**config.mk**
```make
export PLATFORM = sky130hd
export DESIGN_NAME = rob_entry_store
export DESIGN_NICKNAME = d
export VERILOG_FILES = /design/src/hdl/rob_pkg.sv /design/src/hdl/rob_entry_store.sv
export SDC_FILE = /design/constraint.sdc
export NUM_CORES = 2
export LEC_CHECK = 0
export ABC_CLOCK_PERIOD_IN_PS = 10900
export BUFFER_PORTS_ARGS = -buffer_cell sky130_fd_sc_hd__buf_2
export CAP_MARGIN = 20
export CORE_MARGIN = 8
export CORE_UTILIZATION = 40
export CTS_BUF_LIST = sky130_fd_sc_hd__clkbuf_8
export DETAILED_ROUTE_END_ITERATION = 16
export GPL_TIMING_DRIVEN = 0
export PLACE_DENSITY = 0.63
export SLEW_MARGIN = 20
export SYNTH_ARGS = -nofsm -noshare
export SYNTH_HDL_FRONTEND = slang
export SYNTH_SLANG_ARGS = --single-unit
```
**constraint.sdc**
```tcl
create_clock -name clock -period 10.9 [get_ports clock]
set_input_delay 0.545 -clock clock [delete_from_list [all_inputs] [get_ports clock]]
set_output_delay 0.545 -clock clock [all_outputs]
set_load 0.03 [all_outputs]
```
**src/hdl/rob_pkg.sv**
```systemverilog
//~~~~~~~~~~~~~~~~~~~~
// shared types for the reorder buffer
// instruction, dispatch, result and commit structs
// commit width enum
//~~~~~~~~~~~~~~~~~~~~

package rob_pkg;

	typedef logic [63:0] pc_t;	// program counter
	typedef logic [4:0] arn_t;	// architectural register number
	typedef logic [5:0] prn_t;	// physical register, 64 in the PRF

	// payload kept per entry from dispatch until commit
	typedef struct packed {
		pc_t pc;
		arn_t arn_dest;
		prn_t prn_dest;
		logic is_branch;
	} inst_t;

	// one dispatch slot
	typedef struct packed {
		logic valid;
		inst_t inst;
	} dispatch_t;

	// what a functional unit reports back on completion
	typedef struct packed {
		logic mispredict;	// only meaningful for branches
		pc_t target_pc;
	} result_t;

	// one retirement slot toward the RRAT and fetch redirect
	typedef struct packed {
		logic valid;
		inst_t inst;
		logic mispredict;
		pc_t target_pc;
	} commit_t;

	// how many entries leave the head this cycle
	typedef enum logic [1:0] {
		commit_none = 2'd0,
		commit_one = 2'd1,
		commit_two = 2'd2
	} commit_width_e;

endpackage

```
**src/hdl/rob_entry_store.sv**
```systemverilog
//~~~~~~~~~~~~~~~~~~~~
// instruction payload array of the reorder buffer
// two write ports and a two-entry head read window
//~~~~~~~~~~~~~~~~~~~~

`timescale 1ns/100ps

module rob_entry_store
	import rob_pkg::*;
#(
	parameter int rob_size = 16
)
(
	input logic clock,

	// dispatch writes
	input logic wr0_en,
	input logic wr1_en,
	input logic [$clog2(rob_size)-1:0] wr0_idx,
	input logic [$clog2(rob_size)-1:0] wr1_idx,
	input inst_t wr0_inst,
	input inst_t wr1_inst,

	// head window
	input logic [$clog2(rob_size)-1:0] head_idx,
	output inst_t head_inst,
	output inst_t next_inst
);

	localparam int idx_w = $clog2(rob_size);

	inst_t entries [rob_size];
	logic [idx_w-1:0] next_idx;

	// power-of-two size, so the add wraps on its own
	assign next_idx = head_idx + idx_w'(1);

	// no reset here, occupancy is tracked by the control block
	always_ff @(posedge clock)
	begin
		if (wr0_en)
		begin
			entries[wr0_idx] <= wr0_inst;
		end
		if (wr1_en)
		begin
			entries[wr1_idx] <= wr1_inst;	// never the same slot as port 0
		end
	end

	assign head_inst = entries[head_idx];
	assign next_inst = entries[next_idx];

endmodule

```
### Word-level counts from Yosys, hierarchy flattened

Memories as Yosys holds them, arrays and structs flattened.
Cells that the tools add are included.

| word-level totals | value |
|---|---|
| bits of input ports | 167 |
| bits in latches | 0 |
| memory bits (writable) | 1216 |
| memories kept | 1 |
| register bits after elaboration | 0 |
| word-level logic and storage cells | 6 |
| ROM bits | 0 |

| operators by class | value |
|---|---|
| bitwise gates (word level) | 0 |
| equal/unequal tests | 0 |
| divide/modulo/power cells | 0 |
| shift-type cells | 0 |
| muxes and demuxes | 4 |
| magnitude comparators | 0 |
| multiply operators | 0 |
| add/subtract/negate cells | 1 |
| reduce and logical (&&, ||, !) cells | 0 |

Memory list:

| name | depth | width | rd ports | clocked after memory_dff | write ports | line | source |
|---|---|---|---|---|---|---|---|
| entries | 16 | 76 | 2 | 0 | 2 | rob_entry_store.sv:32 | `inst_t entries [rob_size];` |

Operators with widths:

| cell | number |
|---|---|
| adder 4 x 1 -> 4 bit (second input constant) | 1 |
| two-way mux 1 bit | 4 |

### Depth between registers and ports, before layout

| depth | value |
|---|---|
| word-level depth | 2 |
| gate-level depth with buffers | 8 |
| gate-level depth less buffers | 5 |

### Worst setup path after synthesis

No wires, ideal clock.

| timing path | value |
|---|---|
| path kind | input -> register |
| start | in wr0_idx[3] |
| end | mem entries[1][0] (netlist bit), enable pin |
| library setup time | 0.615 ns |
| path buffers | 0 |
| path slack | 3.878 ns |
| cell stages on the path | 2 |
| data arrival time | 6.407 ns |
| data required time | 10.285 ns |
| path through | or3b_2 > o21ai_0 |

RTL lines:

| item | line | source |
|---|---|---|
| from (decl) | rob_entry_store.sv:19 | `input logic [$clog2(rob_size)-1:0] wr0_idx,` |
| to (decl) | rob_entry_store.sv:32 |  |

==> results by group <==
Pwr
  • Worst vdd ir: 129.9 uV
  • Leakage: 27.71 nW
  • Total chip power: 11.48 mW
  • PD cells: 138.4 mW/mm^2

Clock tree
  • Clk slew on worst S/H paths: 60 ps
  • Clock Path Buffers: 3
  • Clock sinks: 1216
  • Postcts setup bufs: 0
  • Root buf cell: clkbuf_8
  • CTS H-tree lvls: 4
  • CTS Buf Count: 212
  • CTS tree: done

Critical path
  • CP Capture Type: primary output
  • Cell depth of the worst setup path: 9
  • Worst setup path category: primary input to primary output
  • Critical Path AT: 4170 ps
  • CP Cell Sequence: buf_2, ha_1, buf_2, clkbuf_1, clkbuf_1, mux4_2, a21boi_0, or3_1, buf_2
  • Cell repeated most along the worst path: buf_2
  • Critical Path Source: head_idx[0]
  • CP Max Fanout: 10
  • Critical path launch point type: primary input
  • Slowest stage delay, CP: 920 ps
  • CP required: 10360 ps
  • Slowest-stage cell, CP: clkbuf_1
  • Crit path buf inv count: 5
  • Crit path max-delay family: buffers and inverters

Die
  • Ports: 319
  • Die Height: 434.9 um
  • Row count: 153
  • Die W: 434.9 um
  • Initial core utilization: 40.29%
  • Die area: 0.1891 sq mm
  • Core ar.: 0.1742 sq mm

Finish
  • P&R area growth vs syn: 18.21%
  • Max reg flops: 1216
  • Top Registers: entries x1216
  • Final net count: 5089
  • Largest Register: entries
  • Fin area: 0.08297 sq mm
  • Multi-input logic area: 0.03170 sq mm
  • Fin util: 47.63%
  • Register area: 0.03652 sq mm
  • Share of layout cells above drive strength 1: 53.04%
  • Number of fillers in the final layout: 15142

Global routing
  • Largest net degree at the start of global routing: 17
  • Total GRT Usage: 27.12%
  • Global-route wire length before repair: 370400 um
  • Initial antenna violation count: 46
  • Grt total ovfl: 0
  • Vias in the first global route: 49063

STA
  • Worst-Margin Slew: 1315 ps
  • Max-slew headroom: 12.32%
  • Period utilisation layout: 43.23%
  • Pins Over Slew Limit: 0
  • Setup TNS: 0 ps
  • RSZ-0062 raised after global routing: no
  • Min Tclk post-route: 4712 ps
  • Fmax: 0.2122 GHz
  • Worst Setup Slack, final: 6188 ps
  • Final setup viols: 0
  • Final Hold Viols: 0

Logic synthesis
  • Synthesized flop and latch total: 1216
  • Synthesized area per cell: 16.94 sq um
  • Register area share after synthesis: 52.02%
  • Syn_nets: 4311
  • Yosys cell types: 31
  • Mapped cell area: 0.07019 sq mm
  • YS warnings: 0
  • Mapped Cells: 4143

Routing
  • DRT Pass-1 Iters: 6
  • Via count: 47709
  • Vias per inst: 6.413
  • DRC Markers: 0
  • Final ANT Viol Nets: 0
  • WL per Instance: 35.74 um
  • Routed WL: 265900 um
  • Initial DRC count: 6056

Status
  • Status: finished, final reports clean

Job
  • Max-cap viol count: 0

Worst hold path
  • Worst Hold Path EP: entries[12][66]$_DFFE_PP_
  • Hold_sp: wr0_inst[66]
  • Worst min path class: primary input to register
  • Worst hold path stage count: 2

Placed design
  • Gpl congestion: 0.8188
  • PortBufs: 316
  • Placement Cell Area: 0.07753 sq mm
  • HPWL after detailed placement: 185400 um
  • Setup WS pre-CTS: 5923 ps
[report_power, final]
group | total (mW) | leakage, nW | switching (mW) | internal (mW)
Combinational | 2.03 | 14.4 | 1.17 | 0.863
Sequential | 5.44 | 11.0 | 0.0803 | 5.36
Clock | 4.01 | 2.22 | 2.05 | 1.96
Total | 11.5 | 27.7 | 3.30 | 8.18
[metrics by stage]
stage / hold slack [ps] / cells
after CTS: 6.484 / 7410
after global routing: 51.37 / 7428
final: 79.53 / 7440
after floorplan: 766.0 / 4143
after global placement: 933.6 / 6784
after detailed placement: 937.9 / 6881
[layout make-up]
cell class / instances / share of cell area, %
Antenna cell: 30 / 0.09048
Sequential cell: 1216 / 44.01
Timing Repair Buffer: 564 / 6.892
Tap cell: 2325 / 3.506
Buffer: 505 / 2.654
Clock buffer: 212 / 3.517
Multi-Input combinational cell: 2422 / 38.21
Clock inverter: 166 / 1.120
[layer usage]
metal	vias to the layer above	global-route usage (%)	wire length [um]
li1	18896	-	-
met1	25042	34.14	99120
met2	3051	44.29	126900
met3	712	5.642	24350
met4	8	14.08	15400
met5	-	0	49
[cell families (layout without fill, tap and decap cells)]
kind of cell,Yosys count,after routing,synth area share (%)
muxes,1824,1824,39.02
AOI/OAI and AO/OA,401,401,4.400
adders and majority gates,1,1,0.01782
other,0,30,0
and+or+nand+nor,196,196,1.430
DFF,1216,1216,52.02
buffers and inverters,505,1447,3.111
[how the worst max path moves through the flow]
stage,end,slack (ps)
after floorplan,entries[1][0]$_DFFE_PP_,3880
after global placement,entries[2][32]$_DFFE_PP_,-5380
after detailed placement,next_inst[1],5920
after CTS,next_inst[1],5920
after global routing,next_inst[36],6230
final,next_inst[36],6190
[cells in the mapped netlist]
master,instances,share of area [%]
buf_4,2,0.021
o22ai_1,9,0.080
or2_2,1,0.0089
or3_1,79,0.70
buf_1,35,0.19
nand3b_1,5,0.053
o21bai_2,1,0.016
buf_6,11,0.18
ha_1,1,0.018
nand2_1,81,0.43
nor3b_1,1,0.011
mux2_2,1216,20
a21boi_0,152,1.6
a22oi_1,152,1.6
o21bai_1,2,0.021
nand2b_1,9,0.080
nor2b_1,3,0.027
and2_1,1,0.0089
nand3_1,2,0.014
o32ai_1,1,0.012
a21boi_2,1,0.016
and3b_1,1,0.012
buf_2,158,1.1
clkbuf_1,299,1.6
or3b_2,1,0.012
a22o_1,76,0.95
nor2_1,12,0.064
edfxtp_1,1216,52
mux4_2,608,20
o21ai_0,6,0.043
o31ai_1,1,0.011
[cell usage in the layout (no fill, tap or decap), drive strengths merged, types with 9 or more instances in the layout]
cell and count:
clkbuf 512, a22o 76, diode 30, or3 79, nand2b 9, clkinv 81
edfxtp 1216, mux4 608, a21boi 153, mux2 1216, inv 78, o22ai 9
buf 618, nand2 81, a22oi 152, nor2 12, dlygate4sd3 151
[timing repair]
| item | in CTS | in global routing |
|---|---|---|
| resized for setup | 0 | 0 |
| hold endpoints to repair | 902 | 0 |
| hold buffers | 151 | 0 |
Note: power is estimated with default switching activity, not from simulation.
