File: src/hdl/rob_pkg.sv
//~~~~~~~~~~~~~~~~~~~~
// shared types for the reorder buffer
// instruction, dispatch, result and commit structs
// commit width enum
//~~~~~~~~~~~~~~~~~~~~

package rob_pkg;

	typedef logic [63:0] pc_t;	// program counter
	typedef logic [4:0] arn_t;	// architectural register number
	typedef logic [5:0] prn_t;	// physical register, 64 in the PRF

	// payload kept per entry from dispatch until commit
	typedef struct packed {
		pc_t pc;
		arn_t arn_dest;
		prn_t prn_dest;
		logic is_branch;
	} inst_t;

	// one dispatch slot
	typedef struct packed {
		logic valid;
		inst_t inst;
	} dispatch_t;

	// what a functional unit reports back on completion
	typedef struct packed {
		logic mispredict;	// only meaningful for branches
		pc_t target_pc;
	} result_t;

	// one retirement slot toward the RRAT and fetch redirect
	typedef struct packed {
		logic valid;
		inst_t inst;
		logic mispredict;
		pc_t target_pc;
	} commit_t;

	// how many entries leave the head this cycle
	typedef enum logic [1:0] {
		commit_none = 2'd0,
		commit_one = 2'd1,
		commit_two = 2'd2
	} commit_width_e;

endpackage

File: src/hdl/rob_control.sv
//~~~~~~~~~~~~~~~~~~~~
// reorder buffer control
// head, tail and count, allocation, commit and flush, full flag
//~~~~~~~~~~~~~~~~~~~~

`timescale 1ns/100ps

module rob_control
	import rob_pkg::*;
#(
	parameter int rob_size = 16
)
(
	input logic clock,
	input logic reset,

	input dispatch_t dispatch0,
	input dispatch_t dispatch1,

	// head window from the store and the completion table
	input inst_t head_inst,
	input inst_t next_inst,
	input logic head_done,
	input logic next_done,
	input result_t head_result,
	input result_t next_result,

	output logic [$clog2(rob_size)-1:0] dispatch_idx0,
	output logic [$clog2(rob_size)-1:0] dispatch_idx1,
	output logic [$clog2(rob_size)-1:0] head_idx,
	output logic wr0_en,
	output logic wr1_en,
	output commit_t commit0,
	output commit_t commit1,
	output logic full
);

	localparam int idx_w = $clog2(rob_size);
	localparam int cnt_w = idx_w + 1;	// count reaches rob_size

	logic [idx_w-1:0] head;
	logic [idx_w-1:0] tail;
	logic [cnt_w-1:0] count;
	logic [idx_w-1:0] head_next;
	logic [idx_w-1:0] tail_next;
	logic [cnt_w-1:0] count_next;

	commit_width_e commit_width;
	logic [1:0] n_commit;
	logic [1:0] n_dispatch;
	logic head_misp;
	logic next_misp;
	logic flush;

	// a mispredicted branch at slot 0 blocks slot 1
	assign head_misp = head_inst.is_branch & head_result.mispredict;
	assign next_misp = next_inst.is_branch & next_result.mispredict;

	always_comb
	begin
		commit_width = commit_none;
		if (count != '0 && head_done)
		begin
			commit_width = commit_one;
			if (count > cnt_w'(1) && next_done && !head_misp)
				commit_width = commit_two;
		end
	end

	assign n_commit = commit_width;
	assign flush = (commit_width != commit_none && head_misp)
		|| (commit_width == commit_two && next_misp);

	// a flushing cycle drops any dispatch that arrives with it
	assign wr0_en = dispatch0.valid & ~flush;
	assign wr1_en = dispatch1.valid & ~flush;
	assign n_dispatch = {1'b0, wr0_en} + {1'b0, wr1_en};

	assign head_next = head + idx_w'(n_commit);
	assign tail_next = flush ? head_next : tail + idx_w'(n_dispatch);
	assign count_next = flush ? '0 : count - cnt_w'(n_commit) + cnt_w'(n_dispatch);

	always_ff @(posedge clock)
	begin
		if (reset)
		begin
			head <= '0;
			tail <= '0;
			count <= '0;
		end
		else
		begin
			head <= head_next;
			tail <= tail_next;
			count <= count_next;
		end
	end

	assign head_idx = head;
	assign dispatch_idx0 = tail;
	assign dispatch_idx1 = tail + idx_w'(1);

	assign full = count >= cnt_w'(rob_size - 1);	// fewer than two free

	assign commit0 = '{valid: commit_width != commit_none, inst: head_inst,
		mispredict: head_result.mispredict, target_pc: head_result.target_pc};
	assign commit1 = '{valid: commit_width == commit_two, inst: next_inst,
		mispredict: next_result.mispredict, target_pc: next_result.target_pc};

endmodule

File: config.mk
export PLATFORM = sky130hd
export DESIGN_NAME = rob_control
export DESIGN_NICKNAME = d
export VERILOG_FILES = /design/src/hdl/rob_pkg.sv /design/src/hdl/rob_control.sv
export SDC_FILE = /design/constraint.sdc
export NUM_CORES = 1
export LEC_CHECK = 0
export BUFFER_PORTS_ARGS = -buffer_cell sky130_fd_sc_hd__buf_2
export CAP_MARGIN = 20
export CORE_AREA = 2 2 291 293
export DETAILED_ROUTE_END_ITERATION = 10
export DIE_AREA = 0 0 293 295
export PLACE_DENSITY = 0.3
export REMOVE_ABC_BUFFERS = 1
export SYNTH_ARGS = -nofsm -noshare
export SYNTH_HDL_FRONTEND = slang
export SYNTH_SLANG_ARGS = --single-unit
File: constraint.sdc
create_clock -name clock -period 4.9 [get_ports clock]
set_input_delay 0.735 -clock clock [delete_from_list [all_inputs] [get_ports clock]]
set_output_delay 0.735 -clock clock [all_outputs]
set_load 0.005 [all_outputs]
# After elaboration in Yosys (flattened, before gate mapping)
# Cells that the tools add are included.
classes:
  addsub: 6
  multipliers: 0
  div: 0
  magnitude_cmp: 2
  eq_ne: 1
  n_shift: 0
  muxes: 3
  n_bitwise: 5
  n_reduce_logical: 10
ops:
  columns: ["operator", "n"]
  rows:
  - ["4-bit by 2-bit adder with 4-bit output", 2]
  - ["5-bit by 2-bit adder with 5-bit output", 1]
  - ["5-bit by 4-bit greater-or-equal comparator with 1-bit output, second input constant", 1]
  - ["5-bit by 1-bit > comparator with 1-bit output, second input constant", 1]
  - ["1-bit logical AND", 5]
  - ["5-bit nonzero test", 1]
  - ["5-bit by 2-bit subtractor with 5-bit output", 1]
  - ["4-bit by 1-bit adder with 4-bit output, second input constant", 1]
  - ["1-bit AND", 4]
  - ["2-bit two-way mux", 2]
  - ["4-bit two-way mux", 1]
  - ["1-bit by 1-bit adder with 2-bit output", 1]
  - ["2-bit == test, second input constant", 1]
  - ["2-bit nonzero test", 1]
  - ["2-bit OR reduction", 1]
  - ["1-bit zero test", 1]
  - ["1-bit logical OR", 1]
  - ["1-bit inverter", 1]
word_totals:
  ff_bits: 13
  latch_bits: 0
  ramBits: 0
  rom_bits: 0
  in_bits: 440
  out_inout_bits: 299
  memories: 0

# Logic depth before layout (Yosys ltp)
# Gate-level depths: netlist of the first run.
depth:
  word_depth: 13
  ltp_mapped: 19
  depth_no_buf: 19

# Least setup slack after synthesis of the first run
# No wires, ideal clock.
synth_path:
  kind: "reg2reg"
  start: "register count[3]"
  end: "register count[4]"
  setup_ns: 0.138
  t_arrival_ns: 3.133
  t_required_ns: 4.762
  slack_ns: 1.629
  stages_incl_launch_ff: 17
  n_path_buf: 0
  period_less_slack_ns: 3.271
  path_cell_list: "dfxtp_1 inv_1 ha_1 nor4b_2 a41o_2 o21ai_4 nand2_1 and2_1 ha_1 inv_1 fa_1 fa_1 inv_1 a21oi_1 o21bai_1 xor2_1 nor3_1"
synth_between:
  elab_chain_cells: 12
  word_cells_on_any_way: 19
  cone_classes: "add/sub (3); order compare (1); eq/ne (1); mux (2); bitwise (3); reduce/logical (9)"
synth_lines:
  columns: ["element", "line_no", "rtl"]
  rows:
  - ["start: declaration", "rob_control.sv:43", "logic [cnt_w-1:0] count;"]
  - ["start signal: assignment", "rob_control.sv:95", "count <= count_next;"]
  - ["5-bit by 1-bit > comparator with 1-bit output", "rob_control.sv:65", "if (count > cnt_w'(1) && next_done && !head_misp)"]
  - ["1-bit logical AND (2 in series)", "rob_control.sv:65", null]
  - ["2-bit two-way mux", "rob_control.sv:65", null]
  - ["2-bit two-way mux (*)", "rob_control.sv:62", "if (count != '0 && head_done)"]
  - ["2-bit == test / 2-bit nonzero test (equally long branches)", "rob_control.sv:72, rob_control.sv:71", null]
  - ["1-bit logical AND (on tied branches)", "rob_control.sv:72, rob_control.sv:71", null]
  - ["1-bit logical OR (*)", "rob_control.sv:72", "|| (commit_width == commit_two && next_misp);"]
  - ["1-bit inverter (*)", "rob_control.sv:75", "assign wr0_en = dispatch0.valid & ~flush;"]
  - ["1-bit AND (*)", "rob_control.sv:75", null]
  - ["named net wr0_en", "rob_control.sv:31", "output logic wr0_en,"]
  - ["1-bit by 1-bit adder with 2-bit output (*)", "rob_control.sv:77", "assign n_dispatch = {1'b0, wr0_en} + {1'b0, wr1_en};"]
  - ["5-bit by 2-bit adder with 5-bit output (*)", "rob_control.sv:81", "assign count_next = flush ? '0 : count - cnt_w'(n_commit) + cnt_w'(n_dispatch);"]
# Mark *: on every way through the listed nets, which the timed path passes. The rest lies on a longest branch.
# A chain may end at the register's enable or synchronous reset.

# Worst setup path after layout of the first run
layout_path:
  start: "register count[3]"
  end: "register count[4]"
layout_between:
  elab_chain_cells: 12
  word_cells_on_any_way: 19
  cone_classes: "add/sub (3); order compare (1); eq/ne (1); mux (2); bitwise (3); reduce/logical (9)"
layout_lines:
  columns: ["element", "line_no"]
  rows:
  - ["5-bit by 1-bit > comparator with 1-bit output", "rob_control.sv:65"]
  - ["1-bit logical AND (2 in series)", "rob_control.sv:65"]
  - ["2-bit two-way mux", "rob_control.sv:65"]
  - ["2-bit two-way mux", "rob_control.sv:62"]
  - ["2-bit == test / 2-bit nonzero test (equally long branches)", "rob_control.sv:72, rob_control.sv:71"]
  - ["1-bit logical AND (on tied branches)", "rob_control.sv:72, rob_control.sv:71"]
  - ["1-bit logical OR", "rob_control.sv:72"]
  - ["1-bit inverter", "rob_control.sv:75, rob_control.sv:76"]
  - ["1-bit AND (on tied branches)", "rob_control.sv:75, rob_control.sv:76"]
  - ["1-bit by 1-bit adder with 2-bit output", "rob_control.sv:77"]
  - ["5-bit by 2-bit adder with 5-bit output", "rob_control.sv:81"]
# Parallel ways exist; a longest one is shown, timed or not.

==> results of run 1 <==
[state kept, by name, indices dropped and copies added (netlist names)]
signal / count
count: 5
head_idx: 4
dispatch_idx0: 4
[cells by family after synthesis]
| kind of cell | Yosys count | synth area share (%) |
|---|---|---|
| mux | 1 | 0.360 |
| xor+xnor | 9 | 2.52 |
| buf+inv | 302 | 70.4 |
| flops | 13 | 8.33 |
| fa+ha+maj | 20 | 8.97 |
| compound gates | 14 | 3.84 |
| simple gates | 31 | 5.60 |
[synth_stat cells (all sizes together), types with 2 or more instances]
| cell | number |
|---|---|
| buf | 284 |
| inv | 18 |
| ha | 16 |
| dfxtp | 13 |
| a21oi | 5 |
| nand2 | 5 |
| nand3 | 5 |
| nor2 | 5 |
| xor2 | 5 |
| fa | 4 |
| nor2b | 4 |
| nor3 | 4 |
| xnor2 | 4 |
| and2 | 3 |
| o21ai | 3 |
| nand2b | 2 |
| o31ai | 2 |
[through the flow]
step           std cells  area [µm²]  power, µW  worst slack (ns)  util (%)
6_report            1222        2580        780              1.28      3.10
5_1_grt             1220        2570        839              1.05      3.09
4_1_cts             1220        2570        779              1.28      3.09
3_5_place_dp        1216        2490        611              1.30      3.00
3_3_place_gp        1216        2490        614              1.28      3.00
2_1_floorplan        106         993        448              1.65         -
[worst max-delay path: stages, from the launching register on]
cell and delay [ns]:
dfxtp_1 0.36, inv_1 0.11, ha_1 0.22, nor4b_2 0.15, a41o_2 0.27, o21ai_4 0.21
nand2_1 0.14, and2_1 0.22, ha_1 0.21, inv_1 0.12, fa_1 0.48, fa_1 0.48
inv_1 0.07, a21oi_1 0.06, o21bai_1 0.17, xor2_1 0.16, nor3_1 0.05
[power by group through the flow]
stage | sequential [µW] | combinational [µW] | clock, µW
after floorplan | 174 | 274 | 0
after CTS | 181 | 432 | 165
after global routing | 188 | 481 | 169
final | 181 | 438 | 161
after global placement | 182 | 432 | 0
after detailed placement | 182 | 429 | 0
[path summary, 6_finish.rpt]
check / startpoint / endpoint / slack (ns) / cells past startpoint
setup / recovery: count[3] / count[4] / 1.28 / 16
hold / removal: head_idx[2] / head_idx[2] / 0.58 / 2
setup reg to reg: count[3] / count[4] / 1.28 / 16
hold reg to reg: head_idx[2] / head_idx[2] / 0.58 / 2
[per-layer routing]
layer	wire [µm]	GRT usage [%]
met3	33400	36.4
met1	6760	3.91
met5	687	5.71
met4	1680	3.11
met2	75600	61.1
[final cells by class]
type / instances / area (µm²) / area share [%]
well taps: 1080 / 1350 / 52.4
multi-input cells: 75 / 666 / 25.8
flip-flops and latches: 13 / 260 / 10.1
repair buffers: 30 / 150 / 5.82
clock buffers: 4 / 78.8 / 3.06
inverters: 18 / 67.6 / 2.62
diodes: 2 / 5.00 / 0.194
==> impl_metrics.py, run 1 <==
metrics = {
    "logic_synthesis": {
        "syn-cell-area_mm2": 0.00313,
        "synth_top_area_share_pct": 67.7,
        "synth-edff-count": 0,
        "seq_area_frac_synth_pct": 8.33,
        "synth_area_per_cell_um2": 8.01,
        "yosysTopAreaCell": "buf_4",
        "synthTopCellsByArea": "buf_4 68%, dfxtp_1 8.3%, ha_1 6.4%",
        "synth_cells": 390,
        "ys_types": 31,
        "synth_ff_type": "dfxtp_1",
        "yosys_warnings": 0,
        "synth_seq_cells": 13,
        "synthArstFlopShare_pct": 0,
    },
    "floorplan": {
        "row_count": 106,
        "fp.dieH_um": 295,
        "core_area_mm2": 0.0832,
        "die_area_mm2": 0.0864,
        "chipWidth_um": 293,
        "pin_count": 739,
        "start_util_pct": 3.76,
    },
    "timing": {
        "fin_tns_setup_ns": 0,
        "fin_worst_skew_ns": 0.00592,
        "finalSetupViolations": 0,
        "fin_crit_sh_pct": 73.9,
        "min_period_ns": 3.62,
        "drv_slew": 0,
        "fmax_mhz": 276,
        "final-hold-violation-count": 0,
        "tightest_slew_ns": 0.350,
        "timing.slew.headroom_pct": 76.7,
        "whs_ns": 0.582,
        "rsz0062_at_grt": "no",
    },
    "clock_tree": {
        "path_clk_slew_ns": 0.05,
        "clock_sinks": 13,
        "cts_tree": "yes",
        "numCtsBuffers": 3,
        "cts_setup_buffers": 0,
        "clk_latency_ns": 0.25,
        "cts-hold-fix-buffers": 0,
        "clock_path_buffers": 2,
        "cts-root-buf": "clkbuf_16",
        "ctsResizeCount": 0,
        "htreeDepth": 1,
    },
    "power": {
        "p_leak_uw": 0.000624,
        "p_comb_share_pct": 56.2,
        "swShare_pct": 44.7,
        "ir_drop_uv": 132,
        "clockPowerShare_pct": 20.6,
        "share_seq_of_total_power_pct": 23.2,
        "switching_power_uw": 348,
        "cellPowerDensity_mw_per_mm2": 302,
        "internal_power_uw": 431,
    },
    "min_path": {
        "hp-class": "reg -> reg",
    },
    "detailed_routing": {
        "viasPerCell": 1.48,
        "wl_per_cell_um": 96.6,
        "dr_total_vias": 1806,
        "drt_wl_total_mm": 118,
        "drt_pre_antenna_iters": 4,
        "antenna_left": 0,
        "first_iter_violations": 134,
        "drc": 0,
    },
    "critical_path": {
        "worstPathRequired_ns": 5.02,
        "crit_fanout": 5,
        "worstPathArrival_ns": 3.74,
        "cp-end-kind": "flop",
        "crit_type": "reg -> reg",
        "start_kind": "flop",
    },
    "place": {
        "numPortBuffers": 30,
        "gp_congestion": 1.11,
        "dp_hpwl_mm": 117,
    },
    "run_status": {
        "status": "finished clean",
    },
    "global_routing": {
        "grt_start_max_net_pins": 14,
        "grt_util_all_layers_pct": 26.6,
        "grt-ovfl-total": 0,
        "grt_pass1_wl_mm": 123,
        "grt_pass1_vias": 1592,
        "grt_antenna_before_repair": 1,
    },
    "layout": {
        "final_layout_size_suffix_gt1_share_pct": 29.3,
        "layout_common_cells": "30 x buf_2, 18 x inv_1, 16 x ha_1",
        "fillCellCount": 9837,
        "syn2layout_area_growth_pct": -17.5,
        "nNetsFinal": 601,
        "final_common_cell": "buf_2",
    },
    "job": {
        "maxCapViolCount": 0,
    },
}
(Power assumes the default switching activity.)
==> inputs of run 2 (changes only) <==
Settings changed: CORE_AREA 2 2 291 293 to 2 2 286 288, DIE_AREA 0 0 293 295 to 0 0 288 290.
Clock period 4.9 ns to 3.8 ns, I/O delays scaled along.
==> run 2 against run 1 <==
  * Flip-flop and latch count stayed put
  * Die area decreased by 3.4%
  * First-iteration DRC count did not move
  * Wire length about the same
  * Cell count fell by 0.33%
==> impl_metrics.py, run 2 (synthesis results as in run 1) <==
metrics = {
    "run_status": {
        "status": "finished clean",
    },
    "floorplan": {
        "chipWidth_um": 288,
        "row_count": 104,
        "core_area_mm2": 0.0802,
        "start_util_pct": 3.90,
        "die_area_mm2": 0.0835,
        "pin_count": 739,
        "fp.dieH_um": 290,
    },
    "min_path": {
        "worstHoldEndpoint": "head_idx[3]",
        "hp-class": "reg -> reg",
        "holdCritStartpoint": "head_idx[3]",
        "hold_depth": 2,
    },
    "timing": {
        "final-hold-violation-count": 0,
        "timing.slew.headroom_pct": 72.0,
        "fin_worst_skew_ns": 0.00724,
        "drv_slew": 0,
        "min_period_ns": 3.57,
        "finalSetupViolations": 0,
        "fin_tns_setup_ns": 0,
        "fmax_mhz": 280,
        "setup_slack_ns": 0.235,
        "fin_crit_sh_pct": 93.8,
        "rsz0062_at_grt": "no",
        "tightest_slew_ns": 0.419,
    },
    "global_routing": {
        "grt_util_all_layers_pct": 27.8,
        "grt_pass1_vias": 1828,
        "grt_start_max_net_pins": 14,
        "grt_antenna_before_repair": 2,
        "grt-ovfl-total": 0,
        "grt_pass1_wl_mm": 124,
    },
    "layout": {
        "fillCellCount": 9651,
        "final_common_cell": "buf_2",
        "register_area_um2": 260,
        "nNetsFinal": 617,
        "multi_input_area_um2": 686,
        "top_register": "count",
        "syn2layout_area_growth_pct": -13.8,
        "layout_common_cells": "30 x buf_2, 18 x inv_1, 16 x buf_4",
        "largest_register_ffs": 5,
        "final_layout_size_suffix_gt1_share_pct": 39.1,
    },
    "clock_tree": {
        "cts-hold-fix-buffers": 0,
        "htreeDepth": 1,
        "path_clk_slew_ns": 0.06,
        "numCtsBuffers": 3,
        "cts-root-buf": "clkbuf_16",
        "clock_path_buffers": 2,
        "clk_latency_ns": 0.26,
        "clock_sinks": 13,
        "cts_tree": "yes",
    },
    "detailed_routing": {
        "wl_per_cell_um": 97.0,
        "drt_wl_total_mm": 118,
        "antenna_left": 0,
        "dr_total_vias": 2012,
        "viasPerCell": 1.65,
        "first_iter_violations": 134,
        "drt_pre_antenna_iters": 4,
        "drc": 0,
    },
    "critical_path": {
        "r2r_end": "count[4]",
        "worst_path_most_repeated_cell": "inv_1",
        "regToRegStartpoint": "count[3]",
        "crit_chain": "inv_1 -> ha_1 -> nor4b_2 -> a41o_2 -> o21ai_4 -> nand2_1 -> buf_4 -> and2_4 -> ha_4 -> inv_1 -> ha_1 -> inv_1 -> ha_1 -> inv_1 -> fa_2 -> inv_1 -> a21oi_1 -> o21bai_1 -> xor2_1 -> nor3_1",
        "reg2reg_depth": 20,
        "worstPathRequired_ns": 3.93,
        "worstPathArrival_ns": 3.69,
        "slowest_stage": "fa_2",
        "max_stage_delay_ns": 0.34,
        "crit_fanout": 4,
        "r2r_setup_slack_ns": 0.23,
        "crit_type": "reg -> reg",
        "cp-end-kind": "flop",
        "start_kind": "flop",
    },
    "place": {
        "numPortBuffers": 30,
        "detailedPlace.worstSlack_ns": 0.0566,
        "dp_hpwl_mm": 117,
        "gp_congestion": 1.15,
    },
    "power": {
        "ir_drop_uv": 129,
        "cellPowerDensity_mw_per_mm2": 406,
        "p_leak_uw": 0.000704,
    },
    "job": {
        "maxCapViolCount": 0,
    },
}
==> run 2: changes by cell type in the layout (fill, tap and decap cells not counted), sizes merged <==
cell / previous run / this run
buf: 30 / 46
==> run 2: metal layers <==
metal / global-route usage [%] / vias to the layer above / part of all wire, %
li1: - / 454 / -
met1: 4.57 / 603 / 6.0
met2: 58.5 / 842 / 59
met3: 36.2 / 87 / 27
met4: 13.0 / 26 / 6.6
met5: 13.5 / - / 1.3
==> run 2: per-stage QoR <==
step                util (%)  instances  cell area (µm²)  hold slack [ns]  power (µW)
floorplan                  -        106              993            0.539         577
global placement        3.23       1212             2590            0.556         876
detailed placement      3.23       1212             2590            0.549         861
CTS                     3.33       1216             2670            0.563        1090
global route            3.35       1216             2690            0.581        1200
finish                  3.36       1218             2690            0.565        1090
==> run 2: worst max path at each step <==
stage,from,cells after the start,end
after CTS,count[3],20,count[4]
after detailed placement,count[3],20,count[4]
after global placement,count[3],20,count[4]
after global routing,count[3],20,count[4]
after floorplan,count[3],16,count[4]
final,count[3],20,count[4]
==> run 2: critical path: cells and delay by family, from the launching register on <==
family,cells,cell delay (ns)
adders and majority gates,5,1.27
buffers and inverters,6,0.49
DFF,1,0.32
AOI/OAI and AO/OA,4,0.69
and+or+nand+nor,4,0.48
xor gates and xnor gates,1,0.16
==> run 2: timing repair <==
item | 4_1_cts | 5_1_grt
buffers inserted | 0 | 0
hold endpoints to repair | 0 | 0
gates resized for setup | 0 | 5
setup endpoints to repair | 0 | 2
==> run 2: report_power, final <==
group / switching, µW / internal [µW] / total [µW]
registers: 62.6 / 182 / 245
clock network: 79.3 / 143 / 222
logic: 328 / 299 / 627
total: 470 / 624 / 1090
==> run 2: layout make-up <==
cell class | count | share of cell area [%]
sequential | 13 | 9.66
clock buffer | 4 | 2.93
timing repair buffer | 46 | 10.0
antenna | 2 | 0.186
tap | 1060 | 49.2
inverter | 18 | 2.51
multi-input combinational | 75 | 25.5
